$ cat src/hw/qla_cfg.svh
`ifndef QLA_CFG_SVH
`define QLA_CFG_SVH

// Motor channels on the board (1 to 15)
`define QLA_NUM_CHAN        4

// Command FIFO depth, also the host's starting command credits
`define QLA_CMD_FIFO_DEPTH  4

// Response credits held by the controller after reset
`define QLA_RSP_CREDITS     2

// Board unit registers (unit 0)
`define QLA_REG_BOARD_ID    4'h0
`define QLA_REG_TIMESTAMP   4'h1

// Channel unit registers (units 1 to N)
`define QLA_REG_SETPOINT    4'h0
`define QLA_REG_LIMIT       4'h1
`define QLA_REG_APPLIED     4'h2

`endif

$ cat src/hw/qla_pkg.sv
package qla_pkg;

    typedef logic [15:0] reg_addr_t;    // Bits 7:4 unit, 3:0 register
    typedef logic [31:0] reg_data_t;
    typedef logic [3:0]  chan_t;        // 0 is the board, 1 to N channels
    typedef logic [15:0] dac_t;         // Unsigned setpoint
    typedef logic [31:0] timestamp_t;   // Free-running sysclk count

    // Host command kinds
    typedef enum logic [1:0] {
        QWRITE  = 2'd0,
        QREAD   = 2'd1,
        RTWRITE = 2'd2,
        SAMPLE  = 2'd3
    } cmd_op_e;

    // Command controller FSM
    typedef enum logic [1:0] {
        CTRL_IDLE,      // Free to pop
        CTRL_EXEC,      // Bus access for the popped command
        CTRL_RSP,       // Read word waiting for a credit
        CTRL_SAMPLE     // Sampler owns the read bus
    } ctrl_state_e;

    // Sampler FSM
    typedef enum logic [1:0] {
        SMP_IDLE,
        SMP_TIME,       // Timestamp word
        SMP_CHAN        // Applied value of one channel
    } sample_state_e;

endpackage

$ cat src/hw/reg_bus_if.sv
`timescale 1ns/1ps

interface reg_bus_if import qla_pkg::*; ();

    reg_addr_t host_raddr;  // Controller read address (zero while sampling)
    reg_addr_t smp_raddr;   // Sampler read address (zero when idle)
    reg_addr_t raddr;       // Merged read address seen by the slave
    reg_addr_t waddr;
    reg_data_t rdata;       // Combinational, follows raddr
    reg_data_t wdata;
    logic      wen;         // Write strobe
    logic      blk_wen;     // Word belongs to a real-time block
    logic      blk_wstart;  // First word of a block

    // Only one side drives a nonzero address at a time
    assign raddr = host_raddr | smp_raddr;

    modport master (
        output host_raddr, waddr, wdata, wen, blk_wen, blk_wstart,
        input  rdata
    );

    modport sampler (
        output smp_raddr,
        input  rdata
    );

    modport slave (
        input  raddr, waddr, wdata, wen, blk_wen, blk_wstart,
        output rdata
    );

endinterface

$ cat src/hw/host_cmd_ctrl.sv
`timescale 1ns/1ps

`include "qla_cfg.svh"

module host_cmd_ctrl import qla_pkg::*; (
    input  logic      sysclk,
    input  logic      rst,
    input  logic      cmd_valid,
    input  cmd_op_e   cmd_op,
    input  reg_addr_t cmd_addr,
    input  reg_data_t cmd_data,
    input  logic      rsp_credit,
    input  logic      sample_busy,
    input  logic      sample_valid,
    input  reg_data_t sample_data,
    output logic      cmd_credit,
    output logic      rsp_valid,
    output reg_data_t rsp_data,
    output logic      sample_start,
    output logic      sample_ack,
    reg_bus_if.master bus
);

    localparam int DEPTH    = `QLA_CMD_FIFO_DEPTH;
    localparam int PTR_W    = (DEPTH > 1) ? $clog2(DEPTH) : 1;
    localparam int CNT_W    = $clog2(DEPTH + 1);
    localparam int CREDIT_W = $clog2(`QLA_RSP_CREDITS + 1);

    // Command FIFO storage
    cmd_op_e   fifo_op   [DEPTH];
    reg_addr_t fifo_addr [DEPTH];
    reg_data_t fifo_data [DEPTH];
    logic [PTR_W-1:0] wr_ptr, rd_ptr;
    logic [CNT_W-1:0] fifo_cnt;
    logic push, pop;

    ctrl_state_e state;
    cmd_op_e     cur_op;        // Command being executed
    reg_addr_t   cur_addr;
    reg_data_t   cur_data;
    reg_data_t   rsp_hold;      // QREAD word awaiting a credit
    chan_t       rt_chan;       // Next real-time channel
    logic [CREDIT_W-1:0] rsp_cnt;
    logic exec, blk_wr, host_send;

    assign push = cmd_valid && (fifo_cnt != CNT_W'(DEPTH));  // Host only sends with a credit
    // One pop per cycle, never with a response pending or sampler active
    assign pop  = (fifo_cnt != '0) && (state == CTRL_IDLE) && !sample_busy;

    always_ff @(posedge sysclk) begin
        if (push) begin
            fifo_op[wr_ptr]   <= cmd_op;
            fifo_addr[wr_ptr] <= cmd_addr;
            fifo_data[wr_ptr] <= cmd_data;
        end
        if (pop) begin
            cur_op   <= fifo_op[rd_ptr];
            cur_addr <= fifo_addr[rd_ptr];
            cur_data <= fifo_data[rd_ptr];
        end
        if (exec && cur_op == QREAD)
            rsp_hold <= bus.rdata;  // Read lands one cycle after pop
    end

    always_ff @(posedge sysclk) begin
        if (rst) begin
            wr_ptr     <= '0;
            rd_ptr     <= '0;
            fifo_cnt   <= '0;
            cmd_credit <= 1'b0;
        end else begin
            if (push)
                wr_ptr <= (wr_ptr == PTR_W'(DEPTH - 1)) ? '0 : wr_ptr + 1'b1;
            if (pop)
                rd_ptr <= (rd_ptr == PTR_W'(DEPTH - 1)) ? '0 : rd_ptr + 1'b1;
            fifo_cnt   <= fifo_cnt + CNT_W'(push) - CNT_W'(pop);
            cmd_credit <= pop;      // One credit back per popped command
        end
    end

    // Decode FSM
    always_ff @(posedge sysclk) begin
        if (rst) begin
            state <= CTRL_IDLE;
        end else begin
            case (state)
                CTRL_IDLE:   if (pop) state <= CTRL_EXEC;
                CTRL_EXEC: begin
                    case (cur_op)
                        QREAD:   state <= CTRL_RSP;
                        SAMPLE:  state <= CTRL_SAMPLE;
                        default: state <= CTRL_IDLE;   // Writes finish here
                    endcase
                end
                CTRL_RSP:    if (host_send) state <= CTRL_IDLE;
                CTRL_SAMPLE: if (!sample_busy) state <= CTRL_IDLE;
                default:     state <= CTRL_IDLE;
            endcase
        end
    end

    // Real-time channel sequence and response credits
    always_ff @(posedge sysclk) begin
        if (rst) begin
            rt_chan <= chan_t'(1);
            rsp_cnt <= CREDIT_W'(`QLA_RSP_CREDITS);
        end else begin
            if (exec && cur_op == QWRITE)
                rt_chan <= chan_t'(1);  // Any quadlet write restarts the block
            else if (blk_wr)
                rt_chan <= (rt_chan == chan_t'(`QLA_NUM_CHAN)) ? chan_t'(1) : rt_chan + 1'b1;
            rsp_cnt <= rsp_cnt + CREDIT_W'(rsp_credit) - CREDIT_W'(rsp_valid);
        end
    end

    assign exec   = (state == CTRL_EXEC);
    assign blk_wr = exec && (cur_op == RTWRITE);

    // Write bus, driven during the cycle after pop
    always_comb begin
        bus.wen        = exec && (cur_op == QWRITE || cur_op == RTWRITE);
        bus.blk_wen    = blk_wr;
        bus.blk_wstart = blk_wr && (rt_chan == chan_t'(1));
        bus.waddr      = blk_wr ? {8'h00, rt_chan, `QLA_REG_SETPOINT} : cur_addr;
        bus.wdata      = blk_wr ? {16'h0000, cur_data[15:0]} : cur_data;
        bus.host_raddr = sample_busy ? '0 : cur_addr;  // Yield to sampler
    end

    assign sample_start = exec && (cur_op == SAMPLE);

    // Single response port, sampler words merged in
    assign host_send  = (state == CTRL_RSP) && (rsp_cnt != '0);
    assign sample_ack = (state == CTRL_SAMPLE) && sample_valid && (rsp_cnt != '0);
    assign rsp_valid  = host_send || sample_ack;
    assign rsp_data   = sample_ack ? sample_data : rsp_hold;

endmodule

$ cat src/hw/sample_ctrl.sv
`timescale 1ns/1ps

`include "qla_cfg.svh"

module sample_ctrl import qla_pkg::*; (
    input  logic       sysclk,
    input  logic       rst,
    input  logic       sample_start,  // From command decode
    input  logic       sample_ack,    // Word taken by response path
    output logic       sample_busy,
    output logic       sample_valid,
    output reg_data_t  sample_data,
    reg_bus_if.sampler bus
);

    sample_state_e state;
    chan_t         chan;      // Channel being read

    always_ff @(posedge sysclk) begin
        if (rst) begin
            state <= SMP_IDLE;
            chan  <= chan_t'(1);
        end else begin
            case (state)
                SMP_IDLE: begin
                    if (sample_start)
                        state <= SMP_TIME;
                end
                SMP_TIME: begin
                    if (sample_ack) begin
                        state <= SMP_CHAN;
                        chan  <= chan_t'(1);
                    end
                end
                SMP_CHAN: begin
                    if (sample_ack) begin
                        if (chan == chan_t'(`QLA_NUM_CHAN))
                            state <= SMP_IDLE;    // Last channel sent
                        else
                            chan <= chan + 1'b1;
                    end
                end
                default: state <= SMP_IDLE;
            endcase
        end
    end

    // Read address for the current word
    always_comb begin
        case (state)
            SMP_TIME: bus.smp_raddr = {8'h00, 4'h0, `QLA_REG_TIMESTAMP};
            SMP_CHAN: bus.smp_raddr = {8'h00, chan, `QLA_REG_APPLIED};
            default:  bus.smp_raddr = '0;   // Leave the bus to the controller
        endcase
    end

    assign sample_busy  = (state != SMP_IDLE);
    assign sample_valid = sample_busy;     // Every busy cycle offers a word
    assign sample_data  = bus.rdata;       // Combinational read, held until ack

endmodule

$ cat src/hw/motor_channels.sv
`timescale 1ns/1ps

`include "qla_cfg.svh"

module motor_channels import qla_pkg::*; (
    input  logic       sysclk,
    input  logic       rst,
    input  logic [3:0] board_id,
    reg_bus_if.slave   bus
);

    localparam int NUM_CHAN = `QLA_NUM_CHAN;

    // Per-channel register views for the read mux
    dac_t setpoint [1:NUM_CHAN];
    dac_t limit    [1:NUM_CHAN];
    dac_t applied  [1:NUM_CHAN];

    timestamp_t timestamp;
    logic       blk_open;     // Inside a started real-time block
    logic       wr_ok;
    chan_t      rd_unit;
    logic [3:0] rd_reg;

    always_ff @(posedge sysclk) begin
        if (rst)
            timestamp <= '0;
        else
            timestamp <= timestamp + 1'b1;
    end

    // Block words only count after a block start
    assign wr_ok = !bus.blk_wen || bus.blk_wstart || blk_open;

    always_ff @(posedge sysclk) begin
        if (rst)
            blk_open <= 1'b0;
        else if (bus.wen)
            blk_open <= bus.blk_wen && wr_ok;  // Plain write closes the block
    end

    for (genvar i = 1; i <= NUM_CHAN; i++) begin : g_chan
        dac_t sp_q;
        dac_t lim_q;
        dac_t app_q;
        logic unit_hit;

        assign unit_hit = (bus.waddr[15:8] == 8'h00) && (bus.waddr[7:4] == chan_t'(i));

        always_ff @(posedge sysclk) begin
            if (rst) begin
                sp_q  <= '0;
                lim_q <= 16'hFFFF;    // No clamping until a limit is set
                app_q <= '0;
            end else begin
                if (bus.wen && unit_hit && wr_ok) begin
                    case (bus.waddr[3:0])
                        `QLA_REG_SETPOINT: sp_q  <= bus.wdata[15:0];
                        `QLA_REG_LIMIT:    lim_q <= bus.wdata[15:0];
                        default: ;        // Applied value is read-only
                    endcase
                end
                app_q <= (sp_q < lim_q) ? sp_q : lim_q;   // Clamp, one cycle behind
            end
        end

        assign setpoint[i] = sp_q;
        assign limit[i]    = lim_q;
        assign applied[i]  = app_q;
    end

    assign rd_unit = bus.raddr[7:4];
    assign rd_reg  = bus.raddr[3:0];

    // Combinational read decode
    always_comb begin
        bus.rdata = '0;                   // Unmapped reads return zero
        if (bus.raddr[15:8] == 8'h00) begin
            if (rd_unit == 4'h0) begin
                case (rd_reg)
                    `QLA_REG_BOARD_ID:  bus.rdata = {20'h0, chan_t'(NUM_CHAN), 4'h0, board_id};
                    `QLA_REG_TIMESTAMP: bus.rdata = timestamp;
                    default: ;
                endcase
            end else if (rd_unit <= chan_t'(NUM_CHAN)) begin
                case (rd_reg)
                    `QLA_REG_SETPOINT: bus.rdata = {16'h0000, setpoint[rd_unit]};
                    `QLA_REG_LIMIT:    bus.rdata = {16'h0000, limit[rd_unit]};
                    `QLA_REG_APPLIED:  bus.rdata = {16'h0000, applied[rd_unit]};
                    default: ;
                endcase
            end
        end
    end

endmodule

$ cat src/hw/board_top.sv
`timescale 1ns/1ps

module board_top import qla_pkg::*; (
    input  logic       sysclk,
    input  logic       rst,
    input  logic [3:0] board_id,     // Board number
    // Host command stream
    input  logic       cmd_valid,
    input  cmd_op_e    cmd_op,
    input  reg_addr_t  cmd_addr,
    input  reg_data_t  cmd_data,
    output logic       cmd_credit,
    // Host response stream
    input  logic       rsp_credit,
    output logic       rsp_valid,
    output reg_data_t  rsp_data
);

    // Sampler handshake
    logic      sample_start;
    logic      sample_busy;   // Sampler holds the read bus
    logic      sample_valid;
    logic      sample_ack;
    reg_data_t sample_data;

    reg_bus_if bus ();        // Shared register bus

    host_cmd_ctrl host_i (
        .sysclk       (sysclk),
        .rst          (rst),
        .cmd_valid    (cmd_valid),
        .cmd_op       (cmd_op),
        .cmd_addr     (cmd_addr),
        .cmd_data     (cmd_data),
        .rsp_credit   (rsp_credit),
        .sample_busy  (sample_busy),
        .sample_valid (sample_valid),
        .sample_data  (sample_data),
        .cmd_credit   (cmd_credit),
        .rsp_valid    (rsp_valid),
        .rsp_data     (rsp_data),
        .sample_start (sample_start),
        .sample_ack   (sample_ack),
        .bus          (bus.master)
    );

    sample_ctrl sample_i (
        .sysclk       (sysclk),
        .rst          (rst),
        .sample_start (sample_start),
        .sample_ack   (sample_ack),
        .sample_busy  (sample_busy),
        .sample_valid (sample_valid),
        .sample_data  (sample_data),
        .bus          (bus.sampler)
    );

    motor_channels chan_i (
        .sysclk   (sysclk),
        .rst      (rst),
        .board_id (board_id),
        .bus      (bus.slave)
    );

endmodule

$ cat config.mk
export PLATFORM = sky130hd
export DESIGN_NAME = board_top
export DESIGN_NICKNAME = d
export VERILOG_FILES = /design/src/hw/qla_pkg.sv /design/src/hw/reg_bus_if.sv /design/src/hw/host_cmd_ctrl.sv /design/src/hw/sample_ctrl.sv /design/src/hw/motor_channels.sv /design/src/hw/board_top.sv
export VERILOG_INCLUDE_DIRS = /design/src /design/src/hw
export SDC_FILE = /design/constraint.sdc
export NUM_CORES = 1
export LEC_CHECK = 0
export BUFFER_PORTS_ARGS = -buffer_cell sky130_fd_sc_hd__buf_4
export CORE_MARGIN = 8
export CORE_UTILIZATION = 45
export DETAILED_ROUTE_END_ITERATION = 12
export GPL_ROUTABILITY_DRIVEN = 0
export PLACE_DENSITY = 0.69
export SLEW_MARGIN = 20
export SYNTH_ARGS = -nofsm -noshare
export SYNTH_HDL_FRONTEND = slang
export SYNTH_SLANG_ARGS = --single-unit
$ cat constraint.sdc
create_clock -name sysclk -period 13.35 [get_ports sysclk]
set_clock_uncertainty 0.2 [all_clocks]
set_input_delay 0.6675 -clock sysclk [delete_from_list [all_inputs] [get_ports sysclk]]
set_output_delay 0.6675 -clock sysclk [all_outputs]
set_load 0.02 [all_outputs]
==> out/metrics.cfg, run 1 <==
[critical_path]
cp_slowest_stage_delay_ps = 840
critical_path_arrival_ps = 4860
slowest_stage = nor2_1
reg2regPathDepth = 9
cp_common_cell = buf_4
cp_max_fo = 63
r2r-end = host_i.rsp_hold[9]
crit_type = reg -> out
required_ps = 12480
startpoint_type = register
path_buf_inv = 3
reg2reg_setup_slack_ps = 8860
crit_chain = inv_1, ha_1, a32o_4, buf_4, o21ai_2, nor2_1, a221oi_1, a31oi_1, a22o_1, buf_4
crit_family = compound AO/OA/AOI/OAI gates
cp-end-kind = primary output
worst-path-stages = 10
reg2reg_from = sample_i.state[0]

[placed_design]
place_hpwl_mm = 32.8
place_area_um2 = 22400
placed_cells = 2561
port_buffers = 75
dp_slack_ps = 8250

[routing]
viasPerCell = 5.57
vias = 14700
ant_nets = 0
drc_errors = 0
first_pass_iters = 5
drt_wl_total_mm = 48.9
drtIter0Drc = 1252
drt-wirelength-per-cell_um = 18.5

[clock_network]
cts_setup_buffers = 0
cts_root_buf = clkbuf_16
cts-buffers-inserted = 47
cts_buffer_depth = 3
cts_tree = built
htreeDepth = 2
clkTransAtPathRegs_ps = 60
cts-hold-fix-buffers = 0
cts_resized = 0
cts.sinks = 449
clkLatencyLatePin_ps = 580

[floorplanning]
die_w_um = 234
ios = 92
core_area_um2 = 47300
placementRows = 80
dieArea_um2 = 54800
die_y_um = 234
start_util_pct = 45.2

[global_route]
grt_antenna_before_repair = 0
overflow = 0
grt_start_max_net_pins = 130
grt_pass1_wl_mm = 77.3
grt_pass1_vias = 14200
grt_util_all_layers_pct = 17.6

[yosys]
ys_seq_area_share_pct = 51.4
syn_nets = 2117
yosysWarnings = 0
synthFlopType = dfxtp_1
syn_inst = 1978
synth_edf_count = 202
synth_area_um2 = 21400
avgSynthCellArea_um2 = 10.8
async_flop_share_pct = 0
yosysUniqueCellTypes = 77
ys_ff_latch = 449

[final_layout]
layout_commonest_cell = dfxtp_1
layout-drive-gt1-share_pct = 12.8
antenna_cells = 0
post-route-util_pct = 50.8
area_growth_pct = 12.5
n_fill_cell = 4153
final_cell_mix = dfxtp_1, nor2_1, edfxtp_1, mux2i_1, nand2b_1
final_cells = 2648
final_area_um2 = 24100
nNetsFinal = 2134

[sta]
holdWs_ps = 81.2
drv_slew = 0
fin_setup_tns_ps = 0
maxSlewHeadroom_pct = 31.7
setup_ws_ps = 7620
final-hold-violation-count = 0
period_minus_slack_ps = 5730
fmax_mhz = 175
setup_viol = 0
fin_crit_sh_pct = 42.9
rsz0062_at_grt = false
worst_pin_slew_ps = 1020

[flow_run]
cap_violations = 0

[power_and_ir_drop]
p_leak_nw = 10.6
ir_drop_mv = 0.139
power.density_nw_per_um2 = 171
p_total_mw = 4.11

[hold_path]
hold_end = host_i.fifo_addr[1][15]
holdCritStartpoint = cmd_addr[15]
min_delay_path_depth = 1
min_path_type = in -> reg

[outcome]
status = completed

-- cell families after synthesis --
| group | after synthesis | share of synthesized area, % |
|---|---|---|
| multiplexers | 212 | 12.0 |
| AND/OR/NAND/NOR | 690 | 15.9 |
| AO/OA/AOI/OAI | 298 | 10.2 |
| adder cells (fa/ha/maj) | 81 | 4.77 |
| buffers and inverters | 211 | 4.23 |
| XOR/XNOR | 37 | 1.51 |
| flip-flops | 449 | 51.4 |
-- worst max-delay path by stage --
| stage | from | end | slack (ps) |
|---|---|---|---|
| after floorplan | sample_i.state[0] | host_i.fifo_cnt[2] | 8490 |
| after global placement | sample_i.state[0] | rsp_data[9] | 8320 |
| after detailed placement | sample_i.state[0] | rsp_data[9] | 8250 |
| after CTS | sample_i.state[0] | rsp_data[9] | 7600 |
| after global routing | sample_i.state[0] | rsp_data[9] | 7380 |
| final | sample_i.state[0] | rsp_data[10] | 7620 |
-- synth_stat cells (11+ instances only) --
| cell type | count | share of area, % |
|---|---|---|
| nand3_1 | 53 | 1.2 |
| edfxtp_1 | 202 | 28 |
| xnor2_1 | 11 | 0.45 |
| mux4_2 | 34 | 3.6 |
| a211oi_1 | 13 | 0.46 |
| a2111oi_0 | 16 | 0.65 |
| o211ai_1 | 11 | 0.39 |
| a22oi_1 | 18 | 0.63 |
| a21oi_1 | 79 | 1.8 |
| and2_1 | 23 | 0.67 |
| nor3_1 | 46 | 1.1 |
| and3_1 | 14 | 0.41 |
| ha_1 | 80 | 4.7 |
| nor2_1 | 210 | 3.7 |
| nand2b_1 | 137 | 4.0 |
| nand2_1 | 132 | 2.3 |
| mux2i_1 | 170 | 7.9 |
| nor2b_1 | 17 | 0.50 |
| a21o_1 | 29 | 1.0 |
| o21ai_0 | 22 | 0.51 |
| clkbuf_1 | 81 | 1.4 |
| nand4_1 | 24 | 0.70 |
| inv_1 | 78 | 1.4 |
| a211o_1 | 34 | 1.4 |
| buf_2 | 28 | 0.65 |
| xor2_1 | 26 | 1.1 |
| dfxtp_1 | 247 | 23 |
-- routing by layer --
layer | up-vias | wire, um | GRT usage, % | part of all wire [%]
li1 | 7137 | - | - | -
met4 | 0 | 913 | 5.39 | 1.9
met3 | 60 | 3010 | 3.02 | 6.1
met1 | 7131 | 22600 | 24.6 | 46
met5 | - | 0 | 0 | 0
met2 | 421 | 22400 | 27.9 | 46
-- cell type report --
type	count	area (um2)	share of cell area (%)
timing repair buffer	100	761	3.16
clock buffer	58	1300	5.39
tap	615	769	3.20
clock inverter	29	383	1.59
sequential	449	11000	45.7
inverter	79	297	1.23
multi-input combinational	1318	9560	39.7
-- registers in the layout, indices dropped and copies added (netlist names), 3 cells and up --
signal               count
chan_i.g_chan.app_q     64
chan_i.g_chan.lim_q     64
chan_i.g_chan.sp_q      64
chan_i.timestamp        32
host_i.cur_addr         16
host_i.cur_data         16
host_i.fifo_addr        64
host_i.fifo_cnt          3
host_i.fifo_data        64
host_i.fifo_op           8
host_i.rsp_hold         32
host_i.rt_chan           4
sample_i.chan            4
-- where the power goes --
group	internal, mW	total, mW	leakage [nW]	switching (mW)
Combinational	0.334	0.937	5.91	0.603
Sequential	1.61	1.76	3.86	0.152
Clock	0.850	1.41	0.821	0.555
Total	2.80	4.11	10.6	1.31
Power figures use the tool's default switching activity.
==> run 2, diff against run 1 <==
Clock period 13.35 ns to 5.5 ns, I/O delays scaled along.
==> run 2 against run 1 <==
Non-clock buffer count rose by 38. Wire length increased by 0.15%. Utilization up 0.59 points. Sequential power increased by 140%. Count of clock-buffer cells in the layout grew 8. Register-to-register slack got worse by 7400 ps. Power increased by 140%.
==> out/metrics.cfg, run 2 (synthesized netlist as in run 1, its figures left out) <==
[outcome]
status = completed  ; unchanged

[sta]
final-hold-violation-count = 0  ; unchanged
fmax_mhz = 206
maxSlewHeadroom_pct = 26.0  ; was 31.7%
fin_setup_tns_ps = 0  ; unchanged
rsz0062_at_grt = false  ; unchanged
period_minus_slack_ps = 4860
drv_slew = 0  ; unchanged
worst_pin_slew_ps = 1110  ; was 1020 ps
fin_crit_sh_pct = 88.4
setup_viol = 0  ; unchanged

[clock_network]
clkLatencyLatePin_ps = 590  ; was 580 ps
cts_tree = built  ; unchanged
htreeDepth = 2  ; unchanged
cts_buffer_depth = 3  ; unchanged
cts_resized = 0  ; unchanged
cts.sinks = 449  ; unchanged
cts_root_buf = clkbuf_16  ; unchanged
clkTransAtPathRegs_ps = 60  ; about the same
cts-buffers-inserted = 47  ; unchanged

[global_route]
grt_antenna_before_repair = 0  ; unchanged
grt_start_max_net_pins = 184  ; was 130
grt_util_all_layers_pct = 18.0  ; was 17.6%
grt_pass1_wl_mm = 79.1  ; was 77.3 mm
grt_pass1_vias = 14400  ; was 14,200
overflow = 0  ; unchanged

[final_layout]
nNetsFinal = 2172  ; was 2,134
final_cell_mix = dfxtp_1, nor2_1, edfxtp_1, mux2i_1, nand2b_1  ; unchanged
area_growth_pct = 13.8  ; was 12.5%
layout_commonest_cell = dfxtp_1  ; unchanged
layout-drive-gt1-share_pct = 12.0  ; was 12.8%
final_cells = 2686  ; was 2,648
antenna_cells = 0  ; unchanged

[flow_run]
cap_violations = 0  ; unchanged

[routing]
viasPerCell = 5.55  ; was 5.57
drc_errors = 0  ; unchanged
first_pass_iters = 5  ; unchanged
drt_wl_total_mm = 49.0  ; was 48.9 mm
vias = 14900  ; was 14,700
drt-wirelength-per-cell_um = 18.2  ; was 18.5 um
drtIter0Drc = 1244  ; was 1,252
ant_nets = 0  ; unchanged

[critical_path]
startpoint_type = register  ; unchanged
crit_type = reg -> out  ; unchanged
required_ps = 5030  ; was 12,480 ps
critical_path_arrival_ps = 4390  ; was 4860 ps
cp-end-kind = primary output  ; unchanged
cp_max_fo = 18  ; was 63

[power_and_ir_drop]
ir_drop_mv = 0.284  ; was 0.139 mV
power.density_nw_per_um2 = 401  ; was 171 nW/um2
p_leak_nw = 10.7  ; was 10.6 nW

[floorplanning]
start_util_pct = 45.2  ; unchanged
placementRows = 80  ; unchanged
core_area_um2 = 47300  ; unchanged
die_y_um = 234  ; unchanged
dieArea_um2 = 54800  ; unchanged
ios = 92  ; unchanged
die_w_um = 234  ; unchanged

[hold_path]
min_path_type = in -> reg  ; unchanged

[placed_design]
place_hpwl_mm = 33.3  ; was 32.8 mm
placed_cells = 2564  ; was 2,561
port_buffers = 75  ; unchanged

-- run 2: layout make-up --
type,instances,area (um2)
multi-input cells,1318,9560
fillers,4095,23000
inverters,79,297
flip-flops and latches,449,11000
clock inverters,21,277
repair buffers,138,1140
clock buffers,66,1300
well taps,615,769
-- run 2: layer usage --
layer  up-vias  wire length (um)  global-route usage [%]
met5         -                 0                       0
met4         0               775                    4.64
met3        60              2880                    2.65
met2       436             22300                    28.5
met1      7225             23000                    25.7
li1       7197                 -                       -
-- run 2: worst paths after layout --
| path | endpoint | slack (ps) | cells past startpoint | from |
|---|---|---|---|---|
| worst max-delay path | rsp_data[10] | 640 | 9 | sample_i.state[0] |
| worst min-delay path | host_i.wr_ptr[0] | 40 | 4 | cmd_valid |
| worst max register to register | host_i.rsp_hold[12] | 1430 | 8 | sample_i.state[1] |
| worst min register to register | chan_i.g_chan[1].app_q[8] | 260 | 2 | chan_i.g_chan[1].lim_q[8] |
-- run 2: stage by stage --
stage | area [um2] | setup WS (ps) | util [%] | hold slack, ps | power [mW]
4_1_cts | 24400 | 654 | 51.4 | 12.1 | 9.84
6_report | 24400 | 638 | 51.4 | 42.1 | 9.78
5_1_grt | 24400 | 379 | 51.4 | 53.8 | 10.2
2_1_floorplan | 21400 | 639 | - | 174 | 5.86
3_5_place_dp | 22400 | 1300 | 47.4 | 255 | 6.59
3_3_place_gp | 22400 | 1410 | 47.4 | 247 | 6.52
-- run 2: critical path: stages (launching register included) --
cell and delay, ps:
dfxtp_1 320, inv_1 120, ha_1 670, a32o_1 670, nand3_2 310, nor2_1 720, a221oi_1 220, a31oi_1 410
a22o_1 200, buf_4 140
-- run 2: report_power, final --
| part | internal, mW | switching, mW | leakage, nW | total [mW] |
|---|---|---|---|---|
| Clock | 1.89 | 1.32 | 0.757 | 3.22 |
| Sequential | 3.91 | 0.383 | 3.86 | 4.30 |
| Combinational | 0.828 | 1.43 | 6.07 | 2.26 |
| Total | 6.63 | 3.14 | 10.7 | 9.78 |
-- run 2: timing repair --
item	in CTS	in global routing
setup buffers	0	0
hold buffers	35	0
hold endpoints to repair	138	0
